**src/logic/core_defines.svh**
```systemverilog
////////////////////
// Core widths, RV32I only
// Register count assumes x0 is included
////////////////////

`ifndef CORE_DEFINES_SVH
`define CORE_DEFINES_SVH

////////////////////
// Datapath
////////////////////

// Data and address width
`define CORE_XLEN 32

////////////////////
// Register file
////////////////////

// Integer registers, x0 counted
`define CORE_NUM_REGS 32
// Register index width
`define CORE_RF_AW 5

`endif

```
**src/logic/core_pkg.sv**
```systemverilog
////////////////////
// Types shared by all pipeline stages
// Only integer ALU ops and LUI are decoded
////////////////////

`default_nettype none

`include "core_defines.svh"

package core_pkg;

  ////////////////////
  // Basic types
  ////////////////////

  // One data or address word
  typedef logic [`CORE_XLEN-1:0] word_t;
  // Register index
  typedef logic [`CORE_RF_AW-1:0] rf_addr_t;

  // ALU operations, PASS_B serves LUI
  typedef enum logic [3:0] {
    ALU_ADD    = 4'd0,
    ALU_SUB    = 4'd1,
    ALU_SLL    = 4'd2,
    ALU_SLT    = 4'd3,
    ALU_SLTU   = 4'd4,
    ALU_XOR    = 4'd5,
    ALU_SRL    = 4'd6,
    ALU_SRA    = 4'd7,
    ALU_OR     = 4'd8,
    ALU_AND    = 4'd9,
    ALU_PASS_B = 4'd10
  } alu_op_e;

  // Major opcodes that the decoder keeps
  localparam logic [6:0] OPC_OP     = 7'b0110011;
  localparam logic [6:0] OPC_OP_IMM = 7'b0010011;
  localparam logic [6:0] OPC_LUI    = 7'b0110111;

  ////////////////////
  // Pipeline payloads
  ////////////////////

  // Fetched word with its address
  typedef struct packed {
    word_t instr;
    word_t pc;
  } if_id_t;

  // Resolved operands and control for EX
  typedef struct packed {
    word_t    op_a;
    word_t    op_b;
    alu_op_e  alu_op;
    rf_addr_t rd;
    logic     we;
  } id_ex_t;

  // Result on its way to the register file
  typedef struct packed {
    word_t    result;
    rf_addr_t rd;
    logic     we;
  } ex_wb_t;

endpackage

`default_nettype wire

```
**src/logic/rf_read_if.sv**
```systemverilog
////////////////////
// Two read ports, data returned in the same cycle
////////////////////

`default_nettype none

`include "core_defines.svh"

interface rf_read_if;

  // Source register indices from decode
  logic [`CORE_RF_AW-1:0] raddr_a;
  logic [`CORE_RF_AW-1:0] raddr_b;
  // Read data, combinational
  logic [`CORE_XLEN-1:0]  rdata_a;
  logic [`CORE_XLEN-1:0]  rdata_b;

  // Decode side
  modport decoder (output raddr_a, output raddr_b, input rdata_a, input rdata_b);
  // Register file side
  modport regfile (input raddr_a, input raddr_b, output rdata_a, output rdata_b);

endinterface

`default_nettype wire

```
**src/logic/core_top.sv**
```systemverilog
////////////////////
// Three-stage RV32I integer core, no branches or memory ops
// Fetch wait is the only stall source
////////////////////

`default_nettype none

module core_top import core_pkg::*; (
  input  logic     clk_i,
  input  logic     rst_n_i,
  input  word_t    boot_addr_i,
  // Instruction fetch
  output logic     instr_req_o,
  output word_t    instr_addr_o,
  input  logic     instr_gnt_i,
  input  logic     instr_rvalid_i,
  input  word_t    instr_rdata_i,
  // Retirement
  output logic     wb_valid_o,
  output logic     wb_we_o,
  output rf_addr_t wb_waddr_o,
  output word_t    wb_wdata_o
);

  // Stage outputs and stage register outputs
  logic   if_valid, id_valid_q, id_valid, ex_valid_q, ex_valid, wb_valid_q;
  if_id_t if_id, if_id_q;
  id_ex_t id_ex, id_ex_q;
  ex_wb_t ex_wb, ex_wb_q;
  logic   rf_we;

  rf_read_if rf_rd ();

  ////////////////////
  // Fetch
  ////////////////////

  if_stage if_stage_i (
    .clk_i, .rst_n_i, .boot_addr_i,
    .instr_req_o, .instr_addr_o, .instr_gnt_i, .instr_rvalid_i, .instr_rdata_i,
    .valid_o (if_valid), .if_id_o (if_id)
  );

  pipe_reg #(.payload_t(if_id_t)) if_id_reg_i (
    .clk_i, .rst_n_i, .valid_i (if_valid), .payload_i (if_id),
    .valid_o (id_valid_q), .payload_o (if_id_q)
  );

  ////////////////////
  // Decode and execute
  ////////////////////

  id_stage id_stage_i (
    .valid_i (id_valid_q), .if_id_i (if_id_q), .rf (rf_rd.decoder),
    .ex_fwd_i (ex_wb), .ex_fwd_valid_i (ex_valid),
    .wb_fwd_i (ex_wb_q), .wb_fwd_valid_i (wb_valid_q),
    .valid_o (id_valid), .id_ex_o (id_ex)
  );

  pipe_reg #(.payload_t(id_ex_t)) id_ex_reg_i (
    .clk_i, .rst_n_i, .valid_i (id_valid), .payload_i (id_ex),
    .valid_o (ex_valid_q), .payload_o (id_ex_q)
  );

  ex_stage ex_stage_i (
    .valid_i (ex_valid_q), .id_ex_i (id_ex_q), .valid_o (ex_valid), .ex_wb_o (ex_wb)
  );

  pipe_reg #(.payload_t(ex_wb_t)) ex_wb_reg_i (
    .clk_i, .rst_n_i, .valid_i (ex_valid), .payload_i (ex_wb),
    .valid_o (wb_valid_q), .payload_o (ex_wb_q)
  );

  ////////////////////
  // Writeback
  ////////////////////

  // Stale payload must not write when the slot is empty
  assign rf_we = wb_valid_q && ex_wb_q.we;

  register_file register_file_i (
    .clk_i, .rst_n_i, .rf (rf_rd.regfile),
    .we_i (rf_we), .waddr_i (ex_wb_q.rd), .wdata_i (ex_wb_q.result)
  );

  assign wb_valid_o = wb_valid_q;
  assign wb_we_o    = rf_we;
  assign wb_waddr_o = ex_wb_q.rd;
  assign wb_wdata_o = ex_wb_q.result;

endmodule

`default_nettype wire

```
**src/logic/ex_stage.sv**
```systemverilog
////////////////////
// Single-cycle ALU, no multiply or divide
////////////////////

`default_nettype none

module ex_stage import core_pkg::*; (
  input  logic   valid_i,
  input  id_ex_t id_ex_i,
  // To EX/WB register and decode forwarding
  output logic   valid_o,
  output ex_wb_t ex_wb_o
);

  logic [4:0] shamt;
  word_t      op_a;
  word_t      op_b;
  word_t      result;

  assign op_a = id_ex_i.op_a;
  assign op_b = id_ex_i.op_b;

  // Shift amount from low bits only
  assign shamt = op_b[4:0];

  ////////////////////
  // ALU
  ////////////////////

  always_comb begin
    case (id_ex_i.alu_op)
      ALU_ADD:    result = op_a + op_b;
      ALU_SUB:    result = op_a - op_b;
      ALU_SLL:    result = op_a << shamt;
      // Signed and unsigned compares give 0 or 1
      ALU_SLT:    result = word_t'($signed(op_a) < $signed(op_b));
      ALU_SLTU:   result = word_t'(op_a < op_b);
      ALU_XOR:    result = op_a ^ op_b;
      ALU_SRL:    result = op_a >> shamt;
      // Arithmetic shift keeps the sign
      ALU_SRA:    result = word_t'($signed(op_a) >>> shamt);
      ALU_OR:     result = op_a | op_b;
      ALU_AND:    result = op_a & op_b;
      // LUI value already built in decode
      ALU_PASS_B: result = op_b;
      default:    result = '0;
    endcase
  end

  ////////////////////
  // Outputs
  ////////////////////

  assign valid_o        = valid_i;
  assign ex_wb_o.result = result;
  assign ex_wb_o.rd     = id_ex_i.rd;
  assign ex_wb_o.we     = id_ex_i.we;

endmodule

`default_nettype wire

```
**src/logic/id_stage.sv**
```systemverilog
////////////////////
// Decodes OP, OP-IMM and LUI only
// Anything else leaves with write enable low
////////////////////

`default_nettype none

module id_stage import core_pkg::*; (
  input  logic   valid_i,
  input  if_id_t if_id_i,
  rf_read_if.decoder rf,
  // Forwarding sources
  input  ex_wb_t ex_fwd_i,
  input  logic   ex_fwd_valid_i,
  input  ex_wb_t wb_fwd_i,
  input  logic   wb_fwd_valid_i,
  // To ID/EX register
  output logic   valid_o,
  output id_ex_t id_ex_o
);

  // funct7 values for base and alternate ops
  localparam logic [6:0] F7_BASE = 7'b0000000;
  localparam logic [6:0] F7_ALT  = 7'b0100000;

  logic [6:0] opcode;
  logic [2:0] funct3;
  logic [6:0] funct7;
  rf_addr_t   rd;
  word_t      imm_i;
  word_t      imm_u;
  word_t      rs1_val;
  word_t      rs2_val;
  word_t      op_b;
  alu_op_e    alu_op;
  logic       kept;

  // Base op selected by funct3
  function automatic alu_op_e base_op(input logic [2:0] f3);
    case (f3)
      3'b000:  return ALU_ADD;
      3'b001:  return ALU_SLL;
      3'b010:  return ALU_SLT;
      3'b011:  return ALU_SLTU;
      3'b100:  return ALU_XOR;
      3'b101:  return ALU_SRL;
      3'b110:  return ALU_OR;
      default: return ALU_AND;
    endcase
  endfunction

  // Youngest matching result wins over older ones
  function automatic word_t fwd_operand(input rf_addr_t rs, input word_t rf_val);
    if (ex_fwd_valid_i && ex_fwd_i.we && (ex_fwd_i.rd == rs)) begin
      return ex_fwd_i.result;
    end else if (wb_fwd_valid_i && wb_fwd_i.we && (wb_fwd_i.rd == rs)) begin
      return wb_fwd_i.result;
    end
    return rf_val;
  endfunction

  ////////////////////
  // Fields
  ////////////////////

  assign opcode = if_id_i.instr[6:0];
  assign rd     = if_id_i.instr[11:7];
  assign funct3 = if_id_i.instr[14:12];
  assign funct7 = if_id_i.instr[31:25];

  // rs1 and rs2 straight from their fixed slots
  assign rf.raddr_a = if_id_i.instr[19:15];
  assign rf.raddr_b = if_id_i.instr[24:20];

  // I-type sign extended, U-type upper 20 bits
  assign imm_i = {{20{if_id_i.instr[31]}}, if_id_i.instr[31:20]};
  assign imm_u = {if_id_i.instr[31:12], 12'b0};

  always_comb begin
    rs1_val = fwd_operand(rf.raddr_a, rf.rdata_a);
    rs2_val = fwd_operand(rf.raddr_b, rf.rdata_b);
  end

  ////////////////////
  // Decode
  ////////////////////

  always_comb begin
    alu_op = base_op(funct3);
    op_b   = rs2_val;
    kept   = 1'b0;
    case (opcode)
      OPC_OP: begin
        if (funct7 == F7_BASE) begin
          kept = 1'b1;
        end else if (funct7 == F7_ALT) begin
          // Only SUB and SRA use the alternate encoding
          kept   = (funct3 == 3'b000) || (funct3 == 3'b101);
          alu_op = (funct3 == 3'b000) ? ALU_SUB : ALU_SRA;
        end
      end
      OPC_OP_IMM: begin
        op_b = imm_i;
        if (funct3 == 3'b001) begin
          kept = (funct7 == F7_BASE);
        end else if (funct3 == 3'b101) begin
          // SRAI keeps funct7 in the immediate, EX masks it off
          kept   = (funct7 == F7_BASE) || (funct7 == F7_ALT);
          alu_op = (funct7 == F7_ALT) ? ALU_SRA : ALU_SRL;
        end else begin
          kept = 1'b1;
        end
      end
      OPC_LUI: begin
        kept   = 1'b1;
        alu_op = ALU_PASS_B;
        op_b   = imm_u;
      end
      default: begin
        kept = 1'b0;
      end
    endcase
  end

  // No back-pressure, item moves every cycle
  assign valid_o        = valid_i;
  assign id_ex_o.op_a   = rs1_val;
  assign id_ex_o.op_b   = op_b;
  assign id_ex_o.alu_op = alu_op;
  assign id_ex_o.rd     = rd;
  // x0 and unknown encodings never write
  assign id_ex_o.we     = kept && (rd != '0);

endmodule

`default_nettype wire

```
**src/logic/if_stage.sv**
```systemverilog
////////////////////
// Sequential fetch only, PC steps by 4
// One request outstanding at a time
////////////////////

`default_nettype none

module if_stage import core_pkg::*; (
  input  logic   clk_i,
  input  logic   rst_n_i,
  input  word_t  boot_addr_i,
  // Instruction memory
  output logic   instr_req_o,
  output word_t  instr_addr_o,
  input  logic   instr_gnt_i,
  input  logic   instr_rvalid_i,
  input  word_t  instr_rdata_i,
  // To IF/ID register
  output logic   valid_o,
  output if_id_t if_id_o
);

  // Request phase, then wait for response
  typedef enum logic {S_REQ, S_WAIT} fetch_state_e;

  fetch_state_e state_q, state_d;
  logic         req_q, req_d;
  word_t        pc_q;

  ////////////////////
  // Request FSM
  ////////////////////

  always_comb begin
    state_d = state_q;
    req_d   = req_q;
    case (state_q)
      S_REQ: begin
        // First cycle out of reset raises the request
        req_d = 1'b1;
        if (req_q && instr_gnt_i) begin
          state_d = S_WAIT;
          req_d   = 1'b0;
        end
      end
      S_WAIT: begin
        // Next request follows the response by one cycle
        if (instr_rvalid_i) begin
          state_d = S_REQ;
          req_d   = 1'b1;
        end
      end
      default: begin
        state_d = S_REQ;
      end
    endcase
  end

  always_ff @(posedge clk_i) begin
    if (!rst_n_i) begin
      state_q <= S_REQ;
      req_q   <= 1'b0;
    end else begin
      state_q <= state_d;
      req_q   <= req_d;
    end
  end

  // PC moves on when its word has come back
  always_ff @(posedge clk_i) begin
    if (!rst_n_i) begin
      pc_q <= boot_addr_i;
    end else if (valid_o) begin
      pc_q <= pc_q + word_t'(4);
    end
  end

  assign instr_req_o  = req_q;
  assign instr_addr_o = pc_q;

  // Response paired with the address that fetched it
  assign valid_o         = instr_rvalid_i && (state_q == S_WAIT);
  assign if_id_o.instr   = instr_rdata_i;
  assign if_id_o.pc      = pc_q;

  ////////////////////
  // Checks
  ////////////////////

  // Address held until the memory grants
  a_addr_stable: assert property (@(posedge clk_i) disable iff (!rst_n_i)
    instr_req_o && !instr_gnt_i |=> instr_req_o && $stable(instr_addr_o));

  // Memory answers only what was asked
  a_no_stray_rvalid: assert property (@(posedge clk_i) disable iff (!rst_n_i)
    instr_rvalid_i |-> state_q == S_WAIT);

endmodule

`default_nettype wire

```
**src/logic/pipe_reg.sv**
```systemverilog
////////////////////
// Stage register, no stall input
// Payload is held while valid_i is low
////////////////////

`default_nettype none

module pipe_reg import core_pkg::*; #(
  parameter type payload_t = word_t
) (
  input  logic     clk_i,
  input  logic     rst_n_i,
  input  logic     valid_i,
  input  payload_t payload_i,
  output logic     valid_o,
  output payload_t payload_o
);

  // Valid strobe, the only state cleared by reset
  always_ff @(posedge clk_i) begin
    if (!rst_n_i) begin
      valid_o <= 1'b0;
    end else begin
      valid_o <= valid_i;
    end
  end

  // Payload only moves with a real item
  always_ff @(posedge clk_i) begin
    if (valid_i) begin
      payload_o <= payload_i;
    end
  end

  ////////////////////
  // Checks
  ////////////////////

  // Upstream stage must hand over a fully known item
  a_payload_known: assert property (@(posedge clk_i) disable iff (!rst_n_i)
    valid_o |-> !$isunknown(payload_o));

endmodule

`default_nettype wire

```
**src/logic/register_file.sv**
```systemverilog
////////////////////
// One write port, two combinational reads
// x0 has no storage and reads zero
////////////////////

`default_nettype none

`include "core_defines.svh"

module register_file import core_pkg::*; (
  input  logic     clk_i,
  input  logic     rst_n_i,
  rf_read_if.regfile rf,
  input  logic     we_i,
  input  rf_addr_t waddr_i,
  input  word_t    wdata_i
);

  // Storage for x1 upward
  word_t regs [1:`CORE_NUM_REGS-1];

  // All registers start at zero
  always_ff @(posedge clk_i) begin
    if (!rst_n_i) begin
      for (int i = 1; i < `CORE_NUM_REGS; i++) begin
        regs[i] <= '0;
      end
    end else if (we_i && (waddr_i != '0)) begin
      regs[waddr_i] <= wdata_i;
    end
  end

  // Read ports
  assign rf.rdata_a = (rf.raddr_a == '0) ? '0 : regs[rf.raddr_a];
  assign rf.rdata_b = (rf.raddr_b == '0) ? '0 : regs[rf.raddr_b];

  ////////////////////
  // Checks
  ////////////////////

  // Decode already drops writes to x0
  a_no_x0_write: assert property (@(posedge clk_i) disable iff (!rst_n_i)
    we_i |-> waddr_i != '0);

endmodule

`default_nettype wire

```
**config.mk**
```make
export PLATFORM = sky130hd
export DESIGN_NAME = core_top
export DESIGN_NICKNAME = d
export VERILOG_FILES = /design/src/logic/core_pkg.sv /design/src/logic/rf_read_if.sv /design/src/logic/core_top.sv /design/src/logic/ex_stage.sv /design/src/logic/id_stage.sv /design/src/logic/if_stage.sv /design/src/logic/pipe_reg.sv /design/src/logic/register_file.sv
export VERILOG_INCLUDE_DIRS = /design/src /design/src/logic
export SDC_FILE = /design/constraint.sdc
export NUM_CORES = 2
export LEC_CHECK = 0
export ABC_AREA = 1
export BUFFER_PORTS_ARGS = -buffer_cell sky130_fd_sc_hd__buf_2
export CELL_PAD_IN_SITES_DETAIL_PLACEMENT = 0
export CELL_PAD_IN_SITES_GLOBAL_PLACEMENT = 1
export CORE_UTILIZATION = 30
export CTS_CLUSTER_DIAMETER = 30
export DETAILED_ROUTE_END_ITERATION = 12
export PLACE_DENSITY = 0.6
export SKIP_LAST_GASP = 1
export SYNTH_ARGS = -nofsm -noshare
export SYNTH_HDL_FRONTEND = slang
export SYNTH_SLANG_ARGS = --single-unit
```
**constraint.sdc**
```tcl
create_clock -name clk_i -period 2.8 [get_ports clk_i]
set_input_delay 0.42 -clock clk_i [delete_from_list [all_inputs] [get_ports clk_i]]
set_output_delay 0.42 -clock clk_i [all_outputs]
set_load 0.02 [all_outputs]
```
## Word-level counts from Yosys, hierarchy flattened

Memories as Yosys holds them, arrays and structs flattened. A register that Yosys moved wholly into a read port is not among the register bits.
Index checks and enable logic that the tools add are counted.

| storage, ports and cells | value |
|---|---|
| memories kept | 1 |
| bits in writable memories | 992 |
| logic and storage cells | 118 |
| register bits after elaboration | 181 |

| operators by class | value |
|---|---|
| shift operators | 3 |
| reduce and logical (&&, ||, !) cells | 20 |
| equality and inequality tests | 26 |
| muxes and demuxes | 44 |
| $add $sub $neg | 3 |
| bitwise operators | 4 |
| order comparisons | 2 |

Memories:

| memory | depth | width | rd ports | clocked after Yosys merged registers in | write ports | line | RTL |
|---|---|---|---|---|---|---|---|
| register_file_i.regs | 31 | 32 | 2 | 2 | 31 | register_file.sv:20 | `` word_t regs [1:`CORE_NUM_REGS-1]; `` |

Operators by type and width:

| kind | count |
|---|---|
| 2-to-1 mux 32 bit | 11 |
| case mux 32 bit (11 select lines) | 1 |
| < comparator 32 bit | 2 |
| case mux 32 bit (2 select lines) | 1 |
| adder 32 x 3 -> 32 bit, second input constant | 1 |
| adder 32 bit | 1 |
| bitwise AND 32 bit | 1 |
| bitwise OR 32 bit | 1 |
| OR reduction 32 bit | 1 |
| << shifter 32 x 5 -> 32 bit | 1 |
| right shift 32 x 5 -> 32 bit | 1 |
| >>> shifter 32 x 5 -> 32 bit | 1 |
| subtractor 32 bit | 1 |
| bitwise XOR 32 bit | 1 |
| case mux 4 bit (7 select lines) | 1 |
| == test 7 x 6 -> 1 bit, second input constant | 3 |
| == test 5 bit | 4 |
| 2-to-1 mux 1 bit | 18 |
| == test 4 x 3 -> 1 bit, second input constant | 4 |
| 2-to-1 mux 4 bit | 4 |
| 2-to-1 mux 5 bit | 3 |
| == test 4 bit, second input constant | 3 |
| case mux 4 bit (3 select lines) | 1 |
| logical AND 1 bit | 10 |
| 18 further kinds | 26 |

## Depth between registers and ports, before layout

| depth | value |
|---|---|
| word-level depth | 7 |
| gate-level depth with buffers | 22 |

## By module

From an unflattened synthesis, not the netlist that was laid out.

| second synthesis, totals | value |
|---|---|
| cells, all modules | 10721 |
| area, all modules | 78405.2 µm² |

Modules (own cells, without submodules):

| module | times used | cells an instance | area each (µm²) | seq. area each (µm²) |
|---|---|---|---|---|
| register_file | 1 | 7250 | 56558.0 | 30749.5 |
| ex_stage | 1 | 2160 | 10359.9 | 0.0 |
| id_stage | 1 | 749 | 3407.0 | 0.0 |
| if_stage | 1 | 375 | 2705.1 | 1001.0 |
| pipe_reg at id_ex_reg_i | 1 | 77 | 2249.7 | 2242.2 |
| pipe_reg at if_id_reg_i | 1 | 67 | 1949.4 | 1941.9 |
| pipe_reg at ex_wb_reg_i | 1 | 41 | 1168.6 | 1161.1 |
| core_top | 1 | 2 | 7.5 | 0.0 |

## Worst setup path after synthesis

Ideal clock, no wire load.

| timing path | value |
|---|---|
| path type | flip-flop to flip-flop |
| from | register id_ex_reg_i.payload_o[14] (netlist bit) |
| to | register id_ex_reg_i.payload_o[28] (netlist bit) (data pin) |
| clock period less this slack | 2906 ps |
| required time | 2547 ps |
| cell stages (with the launch flop) | 20 |
| data arrival time | 2653 ps |
| path slack | -106 ps |
| path buffers | 3 |
| path through | edfxtp_1 inv_2 buf_2 buf_1 ha_1 buf_2 nor2_1 nand3_1 nand3_1 nand2_1 nand2_1 nand3_1 nand2_1 nand2_1 nand3_1 nand3_1 nand2_1 nand2_1 nand2_1 nand2_1 |

RTL lines:

| item | line | RTL |
|---|---|---|
| start: declaration | pipe_reg.sv:16 | `output payload_t payload_o` |
| start signal: assignment | pipe_reg.sv:31 | `payload_o <= payload_i;` |

==> impl_metrics.py <==
metrics = {
    "routing": {
        "firstDrtPassIters": 8,
        "wirelength_um": 353000,
        "via_count": 74500,
        "vias_per_cell": 5.37,
        "drc": 0,
        "wl_per_cell_um": 25.5,
        "drtIter0Drc": 8330,
        "ant_nets": 0,
    },
    "floorplan": {
        "die_w_um": 502,
        "dieArea_mm2": 0.252,
        "core_area_mm2": 0.249,
        "fp.dieH_um": 502,
        "rows": 183,
        "io_pins": 140,
        "initial_core_util": 0.302,
    },
    "critical_path": {
        "crit_required_ns": 3.45,
        "crit_type": "reg2reg",
        "regToRegEndpoint": "id_ex_reg_i.payload_o[16]",
        "start_kind": "register",
        "r2r_cells": 12,
        "reg2reg_slack_ns": 0.02,
        "end_kind": "register",
        "worstPathArrival_ns": 3.43,
        "crit_fanout": 47,
    },
    "worst_hold_path": {
        "min-delay-start": "rst_n_i",
        "min_path_type": "in2reg",
        "hold_end": "if_id_reg_i.valid_o",
        "hold_depth": 4,
    },
    "final_layout": {
        "area_growth_pct": 32.9,
        "mostFrequentLayoutCells": "1473 x nand2_1, 1200 x edfxtp_1, 1183 x nor2_1",
        "final_common_cell": "nand2_1",
        "postLayoutCoreUtil": 0.401,
        "layout-drive-gt1-share": 0.201,
        "fin_nets": 10500,
    },
    "job": {
        "max_cap_violations": 0,
    },
    "cts": {
        "cts_buffer_depth": 4,
        "cts-root-buf": "clkbuf_16",
        "cts.sinks": 1215,
        "h-tree-depth": 5,
        "cts_tree": "yes",
        "clk_pin_slew_worst_paths_ns": 0.04,
        "cts_made_buffers": 342,
        "clock_latency_ns": 0.97,
    },
    "grt": {
        "grt_pass1_vias": 70600,
        "antenna_found_initial": 15,
        "grtUsageTotal": 0.271,
        "gr-total-overflow": 0,
        "grt_max_degree": 91,
        "grt_pass1_wl_um": 497000,
    },
    "sta": {
        "clock.fmax_ghz": 0.360,
        "finalSetupViolCount": 0,
        "post-route-min-period_ns": 2.78,
        "drv_slew": 0,
        "worst_clock_skew_ns": 0.0873,
        "final_min_period_over_clock_period": 0.991,
        "final-hold-violation-count": 0,
        "max_slew.worst_pin.slew_ns": 1.06,
        "rsz0062_at_grt": "true",
        "maxSlewHeadroom": 0.296,
    },
    "synth": {
        "syn_avg_cell_area_um2": 7.93,
        "synth.distinct_cells": 55,
        "synth_area_mm2": 0.0751,
        "yosysWarningCount": 0,
        "ys_ff_latch": 1215,
        "yosys_most_used_dff": "edfxtp_1",
        "yosysSeqAreaShare": 0.484,
        "synth_edf_count": 1200,
        "async_reset_ff_frac": 0,
        "syn_inst": 9461,
    },
    "place": {
        "port_buffers": 139,
        "place_congestion": 0.999,
        "place_hpwl_um": 247000,
    },
    "status": {
        "status": "completed",
    },
    "power": {
        "p_per_area_mw_per_mm2": 650,
        "p_leak_uw": 0.0422,
        "power.total_uw": 64800,
        "vdd_ir_drop_max_mv": 0.608,
    },
}
[worst max path at each step]
stage / from / endpoint / slack, ns
6_report: register / id_ex_reg_i.payload_o[16] / 0.02
5_1_grt: id_ex_reg_i.payload_o[10] / id_ex_reg_i.payload_o[19] / -0.08
4_1_cts: id_ex_reg_i.payload_o[10] / id_ex_reg_i.payload_o[66] / -0.06
3_5_place_dp: id_ex_reg_i.payload_o[59] / id_ex_reg_i.payload_o[35] / -0.33
3_3_place_gp: id_ex_reg_i.payload_o[59] / id_ex_reg_i.payload_o[35] / -0.34
2_1_floorplan: id_ex_reg_i.payload_o[13] / id_ex_reg_i.payload_o[10] / 0.04
[worst max-delay path: stages, from the launching register on]
cell and delay, ns:
dfxtp_4 0.41, buf_12 0.19, buf_16 0.24, buf_12 0.20, a21oi_1 0.08, o21ai_1 0.08, nand2_1 0.09, o221ai_1 0.40
nand3_2 0.24, nand3_1 0.25, nand3_1 0.14, nand2_1 0.10, nand2_1 0.09
[power by group]
| part | leakage (uW) | total [uW] | internal, uW | switching (uW) |
|---|---|---|---|---|
| sequential | 0.0123 | 21000 | 20700 | 329 |
| clock | 0.00526 | 36900 | 25400 | 11500 |
| combinational | 0.0246 | 6960 | 2310 | 4650 |
[synthesized netlist by cell type (2+ instances only)]
library cell	n	area [um2]
nand3_2	3	30.0
nand3b_1	5	37.5
buf_4	65	488
nor3_1	42	210
dfxtp_1	15	300
buf_2	273	1370
and2_1	9	56.3
o31ai_1	29	218
nand4_1	32	200
o221ai_1	89	780
o21ai_1	18	90.1
xor2_1	21	184
o21ai_0	849	4250
inv_2	23	86.3
ha_1	103	1290
buf_1	60	225
edfxtp_1	1200	36000
or2_1	3	18.8
a211oi_1	3	22.5
nor3_2	3	30.0
xnor2_1	4	35.0
buf_6	26	293
a21oi_1	789	3950
o211ai_1	330	2480
o22ai_1	50	313
o21bai_1	8	60.1
nand3_1	1179	5900
nand2_1	1616	6070
nor4_1	8	50.1
nor2_4	5	56.3
nand2_2	4	25.0
and3_1	4	25.0
nor2_2	9	56.3
inv_1	953	3580
clkbuf_2	3	15.0
nor2_1	1230	4620
fa_1	2	40.0
clkbuf_1	379	1420
[layout make-up]
| class | instances | area (um2) |
|---|---|---|
| fill | 25000 | 149000 |
| sequential | 1215 | 36400 |
| multi-input combinational | 6494 | 33100 |
| timing repair buffer | 1255 | 11500 |
| clock buffer | 407 | 8930 |
| tap | 3330 | 4170 |
| inverter | 978 | 3700 |
| clock inverter | 194 | 1960 |
| antenna | 5 | 12.5 |
[registers in the layout, indices dropped and copies added (netlist names), named ones only]
name	count
register_file_i.regs	1024
id_ex_reg_i.payload_o	74
ex_wb_reg_i.payload_o	38
if_id_reg_i.payload_o	32
if_stage_i.instr_addr_o	32
ex_wb_reg_i.valid_o	1
id_ex_reg_i.valid_o	1
if_id_reg_i.valid_o	1
if_stage_i.instr_req_o	1
if_stage_i.state_q	1
[per-stage QoR]
step	cell area [um2]	setup slack (ns)	setup TNS, ns	cells	hold WS [ns]
floorplan	75200	0.0352	0	9492	0.426
global placement	86000	-0.342	-6.27	13200	0.445
detailed placement	86000	-0.332	-6.61	13200	0.446
CTS	97900	-0.0576	-0.111	13800	0.0955
global route	99700	-0.0795	-0.849	13900	0.138
finish	99700	0.0242	0	13900	0.129
[cells by family after synthesis]
group           synth area share
flops                      0.484
simple gates               0.232
fa+ha+maj                 0.0177
other cells            0.0000500
buf+inv                   0.0997
xor+xnor                 0.00292
compound gates             0.163
[layer usage]
layer / track usage / wire length (um)
met5: 0 / 27
met4: 0.137 / 19700
met3: 0.0432 / 26800
met2: 0.441 / 162000
met1: 0.348 / 145000
[what timing repair did]
action / CTS / global route
cloned: 1 / 3
pin swaps: 9 / 64
endpoints found under the setup margin: 58 / 85
buffers inserted: 5 / 29
resized for setup: 81 / 379
hold buffers: 66 / 0
endpoints found under the hold margin: 76 / 0
No activity file was read; power rests on OpenSTA's default activity.
